[src/common/nunchuck_pkg.sv]
`default_nettype none

package nunchuck_pkg;

	// bus and device
	localparam logic [6:0] NUNCHUCK_ADDR = 7'h52;	// fixed nunchuck slave address
	localparam int MAX_BYTES = 6;			// longest transfer, one full report

	// timing, in i2c_clock cycles
	localparam int SCL_QUARTER = 4;		// one quarter of an scl period
	localparam int POLL_PERIOD = 3000;	// spacing of poll ticks

	// one transfer request for the byte-level master
	typedef struct packed {
		logic write;			// 1 = write, 0 = read
		logic [7:0] reg_addr;	// register byte after the address (writes only)
		logic [2:0] num_bytes;	// data bytes to move
		logic [7:0] data0;		// payload byte for writes
	} i2c_cmd_t;

	// raw report, index 0 is the first byte on the wire
	typedef logic [MAX_BYTES-1:0][7:0] raw_frame_t;

	// decoded controls
	typedef struct packed {
		logic [7:0] stick_x;
		logic [7:0] stick_y;
		logic [9:0] accel_x;	// 8 msbs from their own byte, 2 lsbs from byte 5
		logic [9:0] accel_y;
		logic [9:0] accel_z;
		logic z;				// 1 = pressed
		logic c;				// 1 = pressed
	} nunchuck_sample_t;

endpackage

`default_nettype wire

[src/nunchuck_driver/poll_timer.sv]
`timescale 1ns/1ns
`default_nettype none

module poll_timer (
	input logic i2c_clock,
	input logic rst,
	output logic poll_tick
);
	import nunchuck_pkg::*;

	localparam int CNT_W = $clog2(POLL_PERIOD);

	logic [CNT_W-1:0] cnt;	// cycles since last wrap

	// free running, one tick per period
	always_ff @(posedge i2c_clock or posedge rst) begin
		if (rst) begin
			cnt <= '0;
			poll_tick <= 1'b0;
		end else begin
			if (cnt == CNT_W'(POLL_PERIOD - 1)) begin
				cnt <= '0;
				poll_tick <= 1'b1;	// registered at the wrap
			end else begin
				cnt <= cnt + 1'b1;
				poll_tick <= 1'b0;
			end
		end
	end

endmodule

`default_nettype wire

[config.mk]
export PLATFORM = sky130hd
export DESIGN_NAME = poll_timer
export DESIGN_NICKNAME = d
export VERILOG_FILES = /design/src/common/nunchuck_pkg.sv /design/src/nunchuck_driver/poll_timer.sv
export SDC_FILE = /design/constraint.sdc
export NUM_CORES = 1
export LEC_CHECK = 0
export ABC_AREA = 1
export ABC_CLOCK_PERIOD_IN_PS = 1700
export BUFFER_PORTS_ARGS = -buffer_cell sky130_fd_sc_hd__buf_2
export CORE_MARGIN = 10
export CORE_UTILIZATION = 49
export CTS_CLUSTER_DIAMETER = 50
export DETAILED_ROUTE_END_ITERATION = 6
export PLACE_DENSITY = 0.66
export SLEW_MARGIN = 10
export SYNTH_ARGS = -nofsm -noshare
export SYNTH_HDL_FRONTEND = slang
export SYNTH_SLANG_ARGS = --single-unit
[constraint.sdc]
create_clock -name i2c_clock -period 1.7 [get_ports i2c_clock]
set_input_delay 0.085 -clock i2c_clock [delete_from_list [all_inputs] [get_ports i2c_clock]]
set_output_delay 0.085 -clock i2c_clock [all_outputs]
set_load 0.02 [all_outputs]
---- After elaboration in Yosys (flattened, before gate mapping) ----
Index checks and enable logic that the tools add are counted.
operators by class
  add/sub/neg operators ................... 1
  equality and inequality tests ........... 1
  mux-type cells .......................... 2
operators with widths
  operator               count
  $add 12x1->12 const B  1
  $eq 12x12->1 const B   1
  $mux 12                1
  $mux 1                 1
storage, ports and cells
  register bits ........................... 13
  output and inout port bits .............. 1
  word-level logic and storage cells ...... 6

---- Depth between registers and ports, before layout ----
  word-level depth ........................ 2
  gate-level depth with buffers ........... 7
  mapped depth without buffers ............ 7

---- Least setup slack after synthesis ----
OpenSTA, ideal clock, no wires.
  path type ............................... reg-to-reg
  start point ............................. register cnt[0]
  end point ............................... register cnt[4]
  arrival ................................. 1.157 ns
  data required time ...................... 1.586 ns
  path slack .............................. 0.429 ns
  cell stages (with the launch flop) ...... 7
  path buffers ............................ 0
  cell sequence ........................... dfrtp_1 > ha_1 > nand2_2 > nor2_1 > or2_2 > nand3_1 > inv_1
on the way
  longest elaborated chain between the ends .. 2
RTL lines
  item                                           RTL line                            source
  start, declared                                poll_timer.sv:13                    logic [CNT_W-1:0] cnt;
  start signal, assigned                         poll_timer.sv:25                    cnt <= cnt + 1'b1;
  $add 12x1->12 or $eq 12x12->1 (tied branches)  poll_timer.sv:25, poll_timer.sv:21
  $mux 12 (*)                                    poll_timer.sv:21                    if (cnt == CNT_W'(POLL_PERIOD - 1)) begin
Mark *: on every way between the ends. The rest lies on a longest branch, timed or not.

---- Worst setup path in the final report ----
Same ends and word-level chain as after synthesis.

==> key figures <==
Run status
  • Outcome: complete, no violations

STA
  • Relative max-transition margin: roughly two thirds
  • Share of the clock period used by the worst path: slightly below 80%
  • Post-route clock skew: approximately 0.0019 ns
  • Number of endpoints failing setup at the final stage: 0
  • Max Fclk: around 740 MHz
  • Min cycle time layout: about 1.3 ns
  • Slew of the pin with the lowest slew margin: 0.498 ns
  • Max-slew violation count: 0
  • Post-Route Setup TNS: 0 ns
  • Final-report hold violation count: 0
  • Unrepaired setup endpoints after global routing: false
  • Final setup margin: around 0.35 ns

GRT
  • Number of global-route vias before repair: 550
  • Wire length of the first global-routing pass: between 2000 and 2500 um
  • Sum of overflow across all layers after global routing: 0
  • Maximum number of pins on one net before global-route repair: 14
  • Total routing resource utilization after global routing: under 10%
  • Number of antenna violations at the first check in global routing: 0

Cells and area
  • Leading cell type in the layout, fill and taps excluded: sky130_fd_sc_hd__nand2_1
  • Share of final-layout standard cells stronger than drive strength 1: roughly 14%
  • Final cell count without fillers: between 100 and 150
  • P&R area growth vs syn: 8.84%
  • Most used cells in the layout excluding fill and tap cells: 25 x sky130_fd_sc_hd__nand2_1, 19 x sky130_fd_sc_hd__inv_1, 15 x sky130_fd_sc_hd__nor2_1
  • End-of-flow core utilization: between 50 and 60%
  • Ant diodes: 0
  • Total Nets Final: 109

Clock tree
  • Clock latency at the later pin of the worst-skew pair: 0.27 ns
  • CTS Root Cell: sky130_fd_sc_hd__clkbuf_4
  • CTS sink count: 13
  • # resized after CTS: 0
  • Hold_buf cts: 1
  • Clock tree from TritonCTS: yes
  • Clock transition at the register clock pins on the worst setup and hold paths after CTS: approximately 0.080 ns
  • CTS max path bufs: 2
  • Buffers inserted by post-CTS timing repair: 0
  • Level count of the clock H-tree: 1
  • Number of buffers created by CTS: 3

Synth
  • Number of instances in the synthesized netlist: approximately 100
  • Post-Syn Area per Cell: between 7 and 8 um2
  • Flip-flop and latch count after synthesis: 13
  • Register area share after synthesis: around 44%
  • Syn. warnings: 0
  • Simple-gate portion of the synthesized area: between 40% and 50%
  • Distinct cell type count after synthesis: 15
  • Adder-cell share of the synthesized area: 1.70%
  • Dominant combinational cell family by area after synthesis: simple AND/OR/NAND/NOR gates
  • Mapped Nets: approximately 100
  • Share of the synthesized area in compound gates (AO/OA/AOI/OAI): 1.36%
  • Post-synth design cell area: 736 um2
  • Mux cell area share after synthesis: 0%
  • Xor-xnor portion of the synthesized cell area: 0%

Power and ir drop
  • Sw Ratio: around 21%
  • Leakage power total: 0.421 nW
  • Share of total power in sequential cells: about three fifths
  • Internal power: 0.402 mW
  • Switching component of the power: ~0.11 mW
  • Part of the total power dissipated in the clock network: 37.4%
  • Power per unit of standard cell area: ~630 nW/um2
  • Logic gate share of total power: under 10%
  • VDD IR max: about 0.0005 V

Floorplan
  • Core box area: between 1000 and 1500 um2
  • Vertical die dimension: a little under 60 um
  • Boundary pin count: 3
  • Initial core utilization: between 50% and 60%
  • Width of the die: slightly below 60 um
  • Die Outline Area: between 3000 and 4000 um2
  • Number of standard-cell rows in the floorplan: 13

Routing
  • TritonRoute pass-1 iters: 4
  • Total wire length: around 1300 um
  • Post-detailed-route count of antenna-violating nets: 0
  • Vias: between 500 and 600
  • Routed wire length per instance: 10.6 um
  • Initial detailed-routing violation count: 9
  • Number of design rule violations left after detail routing: 0
  • Detailed-route vias per instance: roughly 4.8

Place
  • Worst setup timing slack at the placement stage: between 0.3 and 0.4 ns
  • Final GP Congestion: between 0.7 and 0.8
  • Port Buffers: 2
  • Detail Placement HPWL: around 1000 um
  • Post-placement cell count: ~120

Worst setup path
  • Origin of the critical flop-to-flop path: cnt[0]
  • Worst Reg2Reg Path Length in Cells: 6
  • Worst path arrival time: around 1.5 ns
  • Nature of the critical path startpoint: flip-flop
  • Crit. End Element: flip-flop
  • Type of the setup path with the least slack: reg2reg
  • Largest fanout on the critical path: 4
  • Critical Path RT: 1.88 ns
  • R2R setup slack: 0.35 ns
  • Destination of the worst register-to-register timing path: cnt[4]

Hold path
  • Worst min-delay path category: in2async

Flow run
  • # Max-Cap Violations: 0
sequential cells by signal, indices dropped and copies added (netlist names):
| register | flops |
|---|---|
| cnt | 12 |
| poll_tick | 1 |
kinds of logic after synthesis:
| family | after synthesis |
|---|---|
| AOI/OAI and AO/OA | 2 |
| buffers and inverters | 19 |
| DFF | 13 |
| and+or+nand+nor | 63 |
| adders and majority gates | 1 |
worst max-delay path by stage:
stage           start  endpoint  slack, ns  cells past startpoint
2_1_floorplan  cnt[0]    cnt[4]       0.43                      6
3_3_place_gp   cnt[0]    cnt[4]       0.40                      6
3_5_place_dp   cnt[0]    cnt[4]       0.36                      6
4_1_cts        cnt[0]    cnt[4]       0.34                      6
5_1_grt        cnt[0]    cnt[4]       0.27                      6
6_report       cnt[0]    cnt[4]       0.35                      6
per-layer routing:
layer	part of all wire (%)	up-vias	global-route usage (%)
li1	-	313	-
met1	50	249	10.6
met2	46	7	13.8
met3	2.5	2	1.93
met4	1.5	0	3.93
met5	0	-	0
synth_stat cells:
cell	count	area share, %
sky130_fd_sc_hd__nor3_1	1	0.68
sky130_fd_sc_hd__nand2_1	25	13
sky130_fd_sc_hd__nor2_2	2	1.7
sky130_fd_sc_hd__inv_1	19	9.7
sky130_fd_sc_hd__nor2_1	15	7.7
sky130_fd_sc_hd__dfrtp_1	13	44
sky130_fd_sc_hd__nand3_4	1	2.4
sky130_fd_sc_hd__nand4_1	2	1.7
sky130_fd_sc_hd__nand3_1	10	6.8
sky130_fd_sc_hd__ha_1	1	1.7
sky130_fd_sc_hd__or2_2	1	0.85
sky130_fd_sc_hd__a21oi_1	2	1.4
sky130_fd_sc_hd__nor2_4	1	1.5
sky130_fd_sc_hd__nand2_2	3	2.6
sky130_fd_sc_hd__nor3_4	2	4.4
critical path: stages, from the launching register on:
cell                      delay [ns]
sky130_fd_sc_hd__dfrtp_1        0.40
sky130_fd_sc_hd__ha_1           0.24
sky130_fd_sc_hd__nand2_2        0.13
sky130_fd_sc_hd__nor2_1         0.08
sky130_fd_sc_hd__or2_2          0.28
sky130_fd_sc_hd__nand3_1        0.08
sky130_fd_sc_hd__inv_1          0.04
power by group through the flow:
| stage | combinational, mW | sequential, mW | clock (mW) |
|---|---|---|---|
| 2_1_floorplan | 0.00470 | 0.315 | 0 |
| 3_3_place_gp | 0.00738 | 0.315 | 0 |
| 3_5_place_dp | 0.00765 | 0.315 | 0 |
| 4_1_cts | 0.00938 | 0.309 | 0.198 |
| 5_1_grt | 0.0103 | 0.309 | 0.207 |
| 6_report | 0.00885 | 0.309 | 0.190 |
final cells by class:
| class | count | area, um2 |
|---|---|---|
| Fill cell | 135 | 549 |
| Multi-Input combinational cell | 66 | 339 |
| Sequential cell | 13 | 325 |
| Inverter | 19 | 71.3 |
| Clock buffer | 4 | 26.3 |
| Timing Repair Buffer | 3 | 20.0 |
| Tap cell | 15 | 18.8 |
per-stage QoR:
stage               hold WS (ns)  area [um2]  power [mW]
floorplan                -0.0380         736       0.320
global placement           0.129         764       0.322
detailed placement         0.140         764       0.323
CTS                        0.387         801       0.516
global route               0.430         801       0.526
finish                     0.384         801       0.508
Power figures use the tool's default switching activity.
