===== src/common/nunchuck_pkg.sv =====
`default_nettype none

package nunchuck_pkg;

	// bus and device
	localparam logic [6:0] NUNCHUCK_ADDR = 7'h52;	// fixed nunchuck slave address
	localparam int MAX_BYTES = 6;			// longest transfer, one full report

	// timing, in i2c_clock cycles
	localparam int SCL_QUARTER = 4;		// one quarter of an scl period
	localparam int POLL_PERIOD = 3000;	// spacing of poll ticks

	// one transfer request for the byte-level master
	typedef struct packed {
		logic write;			// 1 = write, 0 = read
		logic [7:0] reg_addr;	// register byte after the address (writes only)
		logic [2:0] num_bytes;	// data bytes to move
		logic [7:0] data0;		// payload byte for writes
	} i2c_cmd_t;

	// raw report, index 0 is the first byte on the wire
	typedef logic [MAX_BYTES-1:0][7:0] raw_frame_t;

	// decoded controls
	typedef struct packed {
		logic [7:0] stick_x;
		logic [7:0] stick_y;
		logic [9:0] accel_x;	// 8 msbs from their own byte, 2 lsbs from byte 5
		logic [9:0] accel_y;
		logic [9:0] accel_z;
		logic z;				// 1 = pressed
		logic c;				// 1 = pressed
	} nunchuck_sample_t;

endpackage

`default_nettype wire


===== src/nunchuck_driver/nunchuck_sequencer.sv =====
`timescale 1ns/1ns
`default_nettype none

module nunchuck_sequencer (
	input logic i2c_clock,
	input logic rst,
	input logic poll_tick,
	input logic cmd_done,
	input logic nack,
	input nunchuck_pkg::raw_frame_t rd_frame,
	output logic cmd_start,
	output nunchuck_pkg::i2c_cmd_t cmd,
	output nunchuck_pkg::raw_frame_t frame,
	output logic sample_valid,
	output logic link_fault
);
	import nunchuck_pkg::*;

	typedef enum logic [2:0] {
		idle,
		init_encrypt,	// F0 <- 55
		init_plain,		// FB <- 00
		set_pointer,	// pointer back to 00
		read_frame		// six byte report
	} seq_state_t;

	seq_state_t state;
	logic issued;		// command of the current state already sent
	logic init_done;	// plain mode handshake completed

	// command table, held steady for the whole state
	always_comb begin
		case (state)
			init_encrypt: cmd = '{write: 1'b1, reg_addr: 8'hF0, num_bytes: 3'd1, data0: 8'h55};
			init_plain:   cmd = '{write: 1'b1, reg_addr: 8'hFB, num_bytes: 3'd1, data0: 8'h00};
			set_pointer:  cmd = '{write: 1'b1, reg_addr: 8'h00, num_bytes: 3'd0, data0: 8'h00};
			read_frame:   cmd = '{write: 1'b0, reg_addr: 8'h00, num_bytes: 3'(MAX_BYTES),
			                      data0: 8'h00};
			default:      cmd = '0;
		endcase
	end

	always_ff @(posedge i2c_clock or posedge rst) begin
		if (rst) begin
			state <= idle;
			issued <= 1'b0;
			init_done <= 1'b0;
			cmd_start <= 1'b0;
			sample_valid <= 1'b0;
			link_fault <= 1'b0;
			frame <= '0;	// zero sample until the first read
		end else begin
			cmd_start <= 1'b0;
			sample_valid <= 1'b0;
			case (state)
				idle: begin
					// ticks outside idle are simply lost
					if (poll_tick)
						state <= init_done ? set_pointer : init_encrypt;
				end
				default: begin
					if (!issued) begin
						cmd_start <= 1'b1;	// one pulse per command state
						issued <= 1'b1;
					end else if (cmd_done) begin
						issued <= 1'b0;
						if (nack) begin
							// drop the poll, redo the handshake next time
							init_done <= 1'b0;
							link_fault <= 1'b1;
							state <= idle;
						end else begin
							case (state)
								init_encrypt: state <= init_plain;
								init_plain: begin
									init_done <= 1'b1;
									state <= set_pointer;
								end
								set_pointer: state <= read_frame;
								read_frame: begin
									frame <= rd_frame;		// sample updates with this edge
									sample_valid <= 1'b1;
									link_fault <= 1'b0;
									state <= idle;
								end
								default: state <= idle;
							endcase
						end
					end
				end
			endcase
		end
	end

endmodule

`default_nettype wire


===== config.mk =====
export PLATFORM = sky130hd
export DESIGN_NAME = nunchuck_sequencer
export DESIGN_NICKNAME = d
export VERILOG_FILES = /design/src/common/nunchuck_pkg.sv /design/src/nunchuck_driver/nunchuck_sequencer.sv
export SDC_FILE = /design/constraint.sdc
export NUM_CORES = 1
export LEC_CHECK = 0
export BUFFER_PORTS_ARGS = -buffer_cell sky130_fd_sc_hd__buf_4
export CAP_MARGIN = 40
export CORE_ASPECT_RATIO = 0.8
export CORE_MARGIN = 4
export CORE_UTILIZATION = 40
export CTS_CLUSTER_SIZE = 14
export DETAILED_ROUTE_END_ITERATION = 10
export GPL_TIMING_DRIVEN = 0
export PLACE_DENSITY = 0.73
export SLEW_MARGIN = 20
export SYNTH_ARGS = -nofsm -noshare
export SYNTH_HDL_FRONTEND = slang
export SYNTH_SLANG_ARGS = --single-unit

===== constraint.sdc =====
create_clock -name i2c_clock -period 1.9 [get_ports i2c_clock]
set_input_delay 0.38 -clock i2c_clock [delete_from_list [all_inputs] [get_ports i2c_clock]]
set_output_delay 0.38 -clock i2c_clock [all_outputs]
set_load 0.05 [all_outputs]

Word-level counts from Yosys, hierarchy flattened. Index checks and enable logic that the tools add are counted. W data, S select, Z words.

Shift operators: 0. Add/subtract/negate cells: 0. Reductions and logical operators: 9. Divide/modulo/power cells: 0. Bitwise logic cells: 2. $lt $le $gt $ge: 0. Equality and inequality tests: 5. Muxes and demuxes: 21. Multipliers: 0.

Operators by type and width (number): $pmux W20 S4 (1); $mux W3 (5); $mux W1 (13); $pmux W3 S3 (1); $reduce_and A4 Y1 (2); $reduce_bool A2 Y1 (4); $eq A3 B2 Y1 const B (2); $reduce_and A5 Y1 (1); $eq A3 B1 Y1 const B (1); $eq A3 B3 Y1 const B (1); $logic_not A3 Y1 (1); $reduce_and A3 Y1 (1); $mux W2 (1); $ne A2 B2 Y1 const B (1); $not A1 Y1 (2).

Bits in read-only memories: 0. Input port bits: 53. RAM bits: 0. Output and inout bits: 71. Logic and storage cells: 49. Bits in latches: 0. Flip-flop bits (word level): 56. Memories kept: 0.

Logic depth before layout (Yosys ltp). Gate-level depths: netlist (run 1).

Depth in word-level cells: 6. Mapped depth: 6. Gate-level depth less buffers: 3.

Worst setup path before layout (run 1). No wires, ideal clock.

Path kind: register -> output. From: register state[0]. To: output port cmd[15] in the netlist's numbering. Required time: 1520 ps. Arrival time: 2623 ps. Path slack: -1103 ps. Buffers on the path: 2. Cell stages (with the launch flop): 5. Cell sequence: dfrtp_1 buf_2 nor3b_1 or2_2 buf_4.

RTL lines: start: declaration (line nunchuck_sequencer.sv:27) `seq_state_t state;`; start signal: assignment (line nunchuck_sequencer.sv:45) `state <= idle;`; start signal: assignment (line nunchuck_sequencer.sv:59) `state <= init_done ? set_pointer : init_encrypt;`; start signal: assignment (line nunchuck_sequencer.sv:71) `state <= idle;`; end: declaration (line nunchuck_sequencer.sv:12) `output nunchuck_pkg::i2c_cmd_t cmd,`.

==> reports/qor.yml, run 1 <==
syn_inst: 158
cap_violations: 0
synthTopCellsByCount: "dfrtp_1 (56), mux2_2 (39), buf_4 (18)"
setup_viol: 5
grt_pass1_vias: 1868
ff2ff_path_depth: 6
synth_warnings: 0
synth_area_sq_um: 2323
dp_slack_ps: -2.376
globalRouteOverflowTotal: 0
grt_antenna_before_repair: 0
critPathKind: "reg -> out"
cp.buffers_inverters: 2
worst_pin_slew_ps: 691.6
synthMostInstantiatedCell: "dfrtp_1"
ys_top_cells_by_area: "dfrtp_1 (60%), mux2_2 (19%), buf_4 (5.8%)"
routed_via_density: 4.659
ys_dominant_reg_cell: "dfrtp_1"
p_per_area_nw_per_um2: 1704
clkSinkCount: 56
cp.depth: 5
cpMaxStageDelayCell: "dfrtp_2"
crit_arrival_ps: 1580
crit_required_ps: 1520
track_usage: 0.1694
hpwl_um: 4249
boundaryPins: 124
fin_ws_ps: -64.65
final.setup.tns_ps: -260.1
rsz0062_at_grt: "yes"
grt_pass1_wl_um: 9487
violations: "negative setup slack"
final_core_util: 0.6553
async_flop_share: 1.000
avgSynthCellArea_sq_um: 14.71
yosys.area.top_type_share: 0.6031
core_sq_um: 5525
final_cell_count_no_fill: 372
power_uw: 6169
drcViolationCount: 0
cp_max_fo: 5
clkLatencyLatePin_ps: 310
synth_seq_cells: 56
rr_endpoint: "frame[3]"
fin_crit_sh: 1.034
seq_area_frac_synth: 0.6031
cts_root_buf: "clkbuf_8"
cts_tree: "yes"
final_antenna_net_count: 0
power_leakage_uw: 0.001954
wl_per_cell_um: 15.43
setup.worst_path.end: "cmd[18]"
fp.dieArea_sq_um: 7100
finalClockSkew_ps: 9.268
synth_edf_count: 0
fmax_mhz: 509.0
hold_violations: 0
relSlewSlack: 0.5389
hold_class: "in -> async"
portBuffers: 118
critical-path-top-delay-family: "simple AND/OR/NAND/NOR gates"
ir_worst_vdd_mv: 0.7403
drt_pass1_iterations: 4
cts_buffer_depth: 2
synth_top_area_cell: "dfrtp_1"
ctsHoldBuffers: 0
startpoint: "state[0]"
crit_chain: "nor2b_4, nor2b_4, or2_4, buf_8, buf_8"
htreeDepth: 2
grt_max_degree: 57
clkTransAtPathRegs_ps: 100
n_antenna_cell: 0
cp-start-kind: "flip-flop"
vias: 1733
start_util: 0.4205
cts_made_buffers: 5
end_kind: "output pin"
synth_cell_types: 28
die_width_um: 93.21
rr_startpoint: "state[1]"
fin_crit_ps: 1965
drive_gt1_frac: 0.6871
place_inst: 358
fp-row-count: 24
status: "finished, violations left"
final_nets: 346
area_growth_syn_to_layout_pct: 55.84
wl_um: 5741
globalplace.congestion: 0.7069
drt-initial-drc-count: 38
die_h_um: 76.17
rrSetupSlack_ps: 90
fillCellCount: 451
maxSlewViolCount: 0
slowest_delay_ps: 460
[cells in the final DEF, fill, tap and decap left out, types with 2 or more instances in the layout]
cell type and count:
a21oi_1 2, buf_4 128, buf_6 6, buf_8 13, clkbuf_8 6, conb_1 5, dfrtp_1 55, inv_1 3
mux2_1 9, mux2_2 39, nand2_1 2, nor2_1 3, nor2b_4 2
[per-layer routing]
layer	share of wire	track usage
met4	0.0094	0.05271
met2	0.49	0.2782
met1	0.39	0.2003
met5	0	0
met3	0.11	0.07305
[cell type report]
class,instances,area (sq um),area share
Timing Repair Buffer,126,1021,0.2820
Tap cell,78,97.59,0.02695
Sequential cell,56,1403,0.3874
Clock buffer,6,82.58,0.02281
Buffer,21,202.7,0.05598
Clock inverter,2,13.76,0.003801
Multi-Input combinational cell,79,783.3,0.2163
Inverter,4,17.52,0.004838
[metrics by stage]
stage	instance area, sq um	hold slack [ps]
final	3621	183.1
after global routing	3621	226.7
after CTS	3627	199.7
after detailed placement	3392	477.4
after global placement	3390	470.4
after floorplan	2406	466.1
[kinds of logic (layout without fill, tap and decap cells)]
logic type / count (synthesis) / after routing / share of synthesized area
xor gates and xnor gates: 1 / 1 / 0.003770
and+or+nand+nor: 14 / 14 / 0.04039
DFF: 56 / 56 / 0.6031
AOI/OAI and AO/OA: 10 / 10 / 0.03339
buffers and inverters: 27 / 159 / 0.08077
other: 1 / 5 / 0.001614
muxes: 49 / 49 / 0.2369
[worst min path at each step]
stage               slack, ps        end  cells past startpoint      start
finish                    180  frame[12]                      2        rst
detailed placement        480  frame[12]                      1  frame[12]
global route              230  frame[12]                      2        rst
floorplan                 470  init_done                      1       nack
CTS                       200  frame[31]                      2        rst
global placement          470  frame[20]                      1  frame[20]
[flip-flops by register name, indices dropped and copies added, names as in the netlist]
| name | flops |
|---|---|
| link_fault | 1 |
| frame | 48 |
| issued | 1 |
| init_done | 1 |
| cmd_start | 1 |
| state | 3 |
| sample_valid | 1 |
[power breakdown]
group	switching (uW)	internal, uW	leakage, uW
sequential	177	1490	0.000749
combinational	2290	1530	0.00115
clock	387	299	0.0000516
[timing repair]
action,CTS,global route
resized for setup,21,5
endpoints found under the setup margin,17,14
buffers inserted,8,0
pin swaps,2,2
(Power assumes the default switching activity.)
==> run 2: changes to the inputs <==
CORE_UTILIZATION = 35   (was 40)
PLACE_DENSITY = 0.65   (was 0.73)
==> run 2 against run 1 <==
Net effect: the run still ends with negative setup slack left; routed wire length fell by 6.9%; first-iteration DRC count rose by 5.3%; worst setup slack improved by 5.6 ps; clock-buffer cell count is 1 higher; total power is 0.54% lower; final area rose by 1.8%; register-to-register slack got worse by 30 ps; clock power shrank 4.4%; utilization shrank 8.0 points; fmax up 0.29%; via count fell by 0.58%; critical path type unchanged; critical endpoint is now cmd[10].
==> reports/qor.yml, run 2 (synthesis results as in run 1) <==
clkTransAtPathRegs_ps: 90  # about the same
setup_viol: 5  # unchanged
fmax_mhz: 510.5  # +0.29%
status: "finished, violations left"
ctsHoldBuffers: 0  # unchanged
cts_buffer_depth: 2  # unchanged
globalRouteOverflowTotal: 0  # unchanged
crit_arrival_ps: 1580  # about the same
placed_area_sq_um: 3427  # +1.0%
die_width_um: 99.10  # +6.3%
start_util: 0.3626  # -0.05796
fp-row-count: 26  # +8.3%
rsz0062_at_grt: "yes"
dp_slack_ps: 8.565  # +10.94 ps
hold_class: "in -> async"
rr_startpoint: "state[0]"
final_common_cell: "buf_4"
register_area_sq_um: 1403  # unchanged
cts_tree: "yes"
finalClockSkew_ps: 8.873  # -0.3959 ps
whs_ps: 121.3  # -61.74 ps
area_growth_syn_to_layout_pct: 58.59
largest_reg_flops: 48  # unchanged
rrSetupSlack_ps: 60  # -30 ps
reg_top3: "frame (48), state (3)"
drt_pass1_iterations: 4  # unchanged
drive_gt1_frac: 0.6890  # +0.001888
core_sq_um: 6409  # +16%
drt-met1-wl_um: 2273  # +0.62%
grt_max_degree: 57  # unchanged
fp.dieArea_sq_um: 8014  # +13%
portBuffers: 118  # unchanged
final_antenna_net_count: 0  # unchanged
rr_endpoint: "frame[4]"
cap_violations: 0  # unchanged
cts_root_buf: "clkbuf_8"
fin_crit_sh: 1.031  # -0.002971
layout_common_cells: "buf_4 (132), dfrtp_1 (55), mux2_2 (39)"
cp-start-kind: "flip-flop"
maxSlewViolCount: 0  # unchanged
vias: 1723  # -0.58%
fin_ws_ps: -59.01  # +5.644 ps
drcViolationCount: 0  # unchanged
wl_met2_um: 2566  # -8.6%
track_usage: 0.1304  # -0.03901
grt_antenna_before_repair: 0  # unchanged
clkLatencyLatePin_ps: 300  # about the same
end_kind: "output pin"
htreeDepth: 2  # unchanged
clkSinkCount: 56  # unchanged
crit_required_ps: 1520  # about the same
ir_worst_vdd_mv: 0.8133  # +9.9%
violations: "negative setup slack"
cp_max_fo: 5  # unchanged
fillCellCount: 553  # +23%
drt-initial-drc-count: 40  # +5.3%
hpwl_um: 3956  # -6.9%
grt_pass1_vias: 1730  # -7.4%
wl_per_cell_um: 13.96  # -9.6%
routed_via_density: 4.499  # -3.4%
ff2ff_path_depth: 6  # unchanged
wl_met3_um: 472  # -24%
power_leakage_uw: 0.001979  # +1.3%
regMostFlops: "frame"
final_core_util: 0.5750  # -0.08037
fin_area_sq_um: 3685  # +1.8%
globalplace.congestion: 0.7434  # +5.2%
grt_pass1_wl_um: 8459  # -11%
cts_made_buffers: 5  # unchanged
fin_crit_ps: 1959  # -5.644 ps
top_layer: "met4"
hold_violations: 0  # unchanged
boundaryPins: 124  # unchanged
p_per_area_nw_per_um2: 1665  # -2.3%
n_antenna_cell: 0  # unchanged
wl_um: 5345  # -6.9%
die_h_um: 80.88  # +6.2%
critPathKind: "reg -> out"
final_nets: 351  # +1.4%
multi_input_area_sq_um: 783.3  # unchanged
## run 2: what timing repair did
| action | CTS | global route |
|---|---|---|
| buffers inserted | 7 | 4 |
| pin swaps | 1 | 1 |
| gates resized for setup | 11 | 11 |
| setup endpoints to repair | 11 | 51 |
## run 2: layout make-up
type	instances	area share
clock inverter	1	0.002037
multi-input combinational	79	0.2126
buffer	22	0.05603
tap	84	0.02852
timing repair buffer	130	0.2920
sequential	56	0.3806
clock buffer	7	0.02343
inverter	4	0.004754
## run 2: per-stage QoR
| stage | power [uW] | cells | setup TNS [ps] |
|---|---|---|---|
| 5_1_grt | 6441 | 383 | -1949 |
| 6_report | 6136 | 383 | -196.4 |
| 4_1_cts | 6075 | 380 | -373.3 |
| 3_3_place_gp | 5120 | 364 | -37600 |
| 3_5_place_dp | 5167 | 365 | 0 |
| 2_1_floorplan | 4215 | 162 | -458.5 |
## run 2: power by group
group          total [uW]  switching [uW]  internal [uW]  leakage, uW
Combinational        3830            2290           1530      0.00119
Sequential           1650             163           1490     0.000749
Clock                 656             359            297    0.0000445
## run 2: worst max path at each step
| stage | startpoint | end | slack [ps] | cells after the start |
|---|---|---|---|---|
| global route | state[0] | cmd[10] | -120 | 5 |
| CTS | state[0] | cmd[16] | -80 | 6 |
| finish | state[0] | cmd[10] | -60 | 5 |
| global placement | rst | frame[34] | -670 | 2 |
| floorplan | state[2] | cmd[15] | -110 | 4 |
| detailed placement | state[1] | frame[20] | 9 | 6 |
## run 2: layer usage
layer / vias to the layer above / track usage
met5: - / 0
met4: 0 / 0.03138
met1: 844 / 0.1677
met3: 6 / 0.05408
met2: 66 / 0.2064
li1: 807 / -
## run 2: critical path: stages, from the launching register on
cell	delay [ps]
dfrtp_2	440
buf_4	140
buf_4	120
nor3_2	270
buf_4	170
buf_6	140
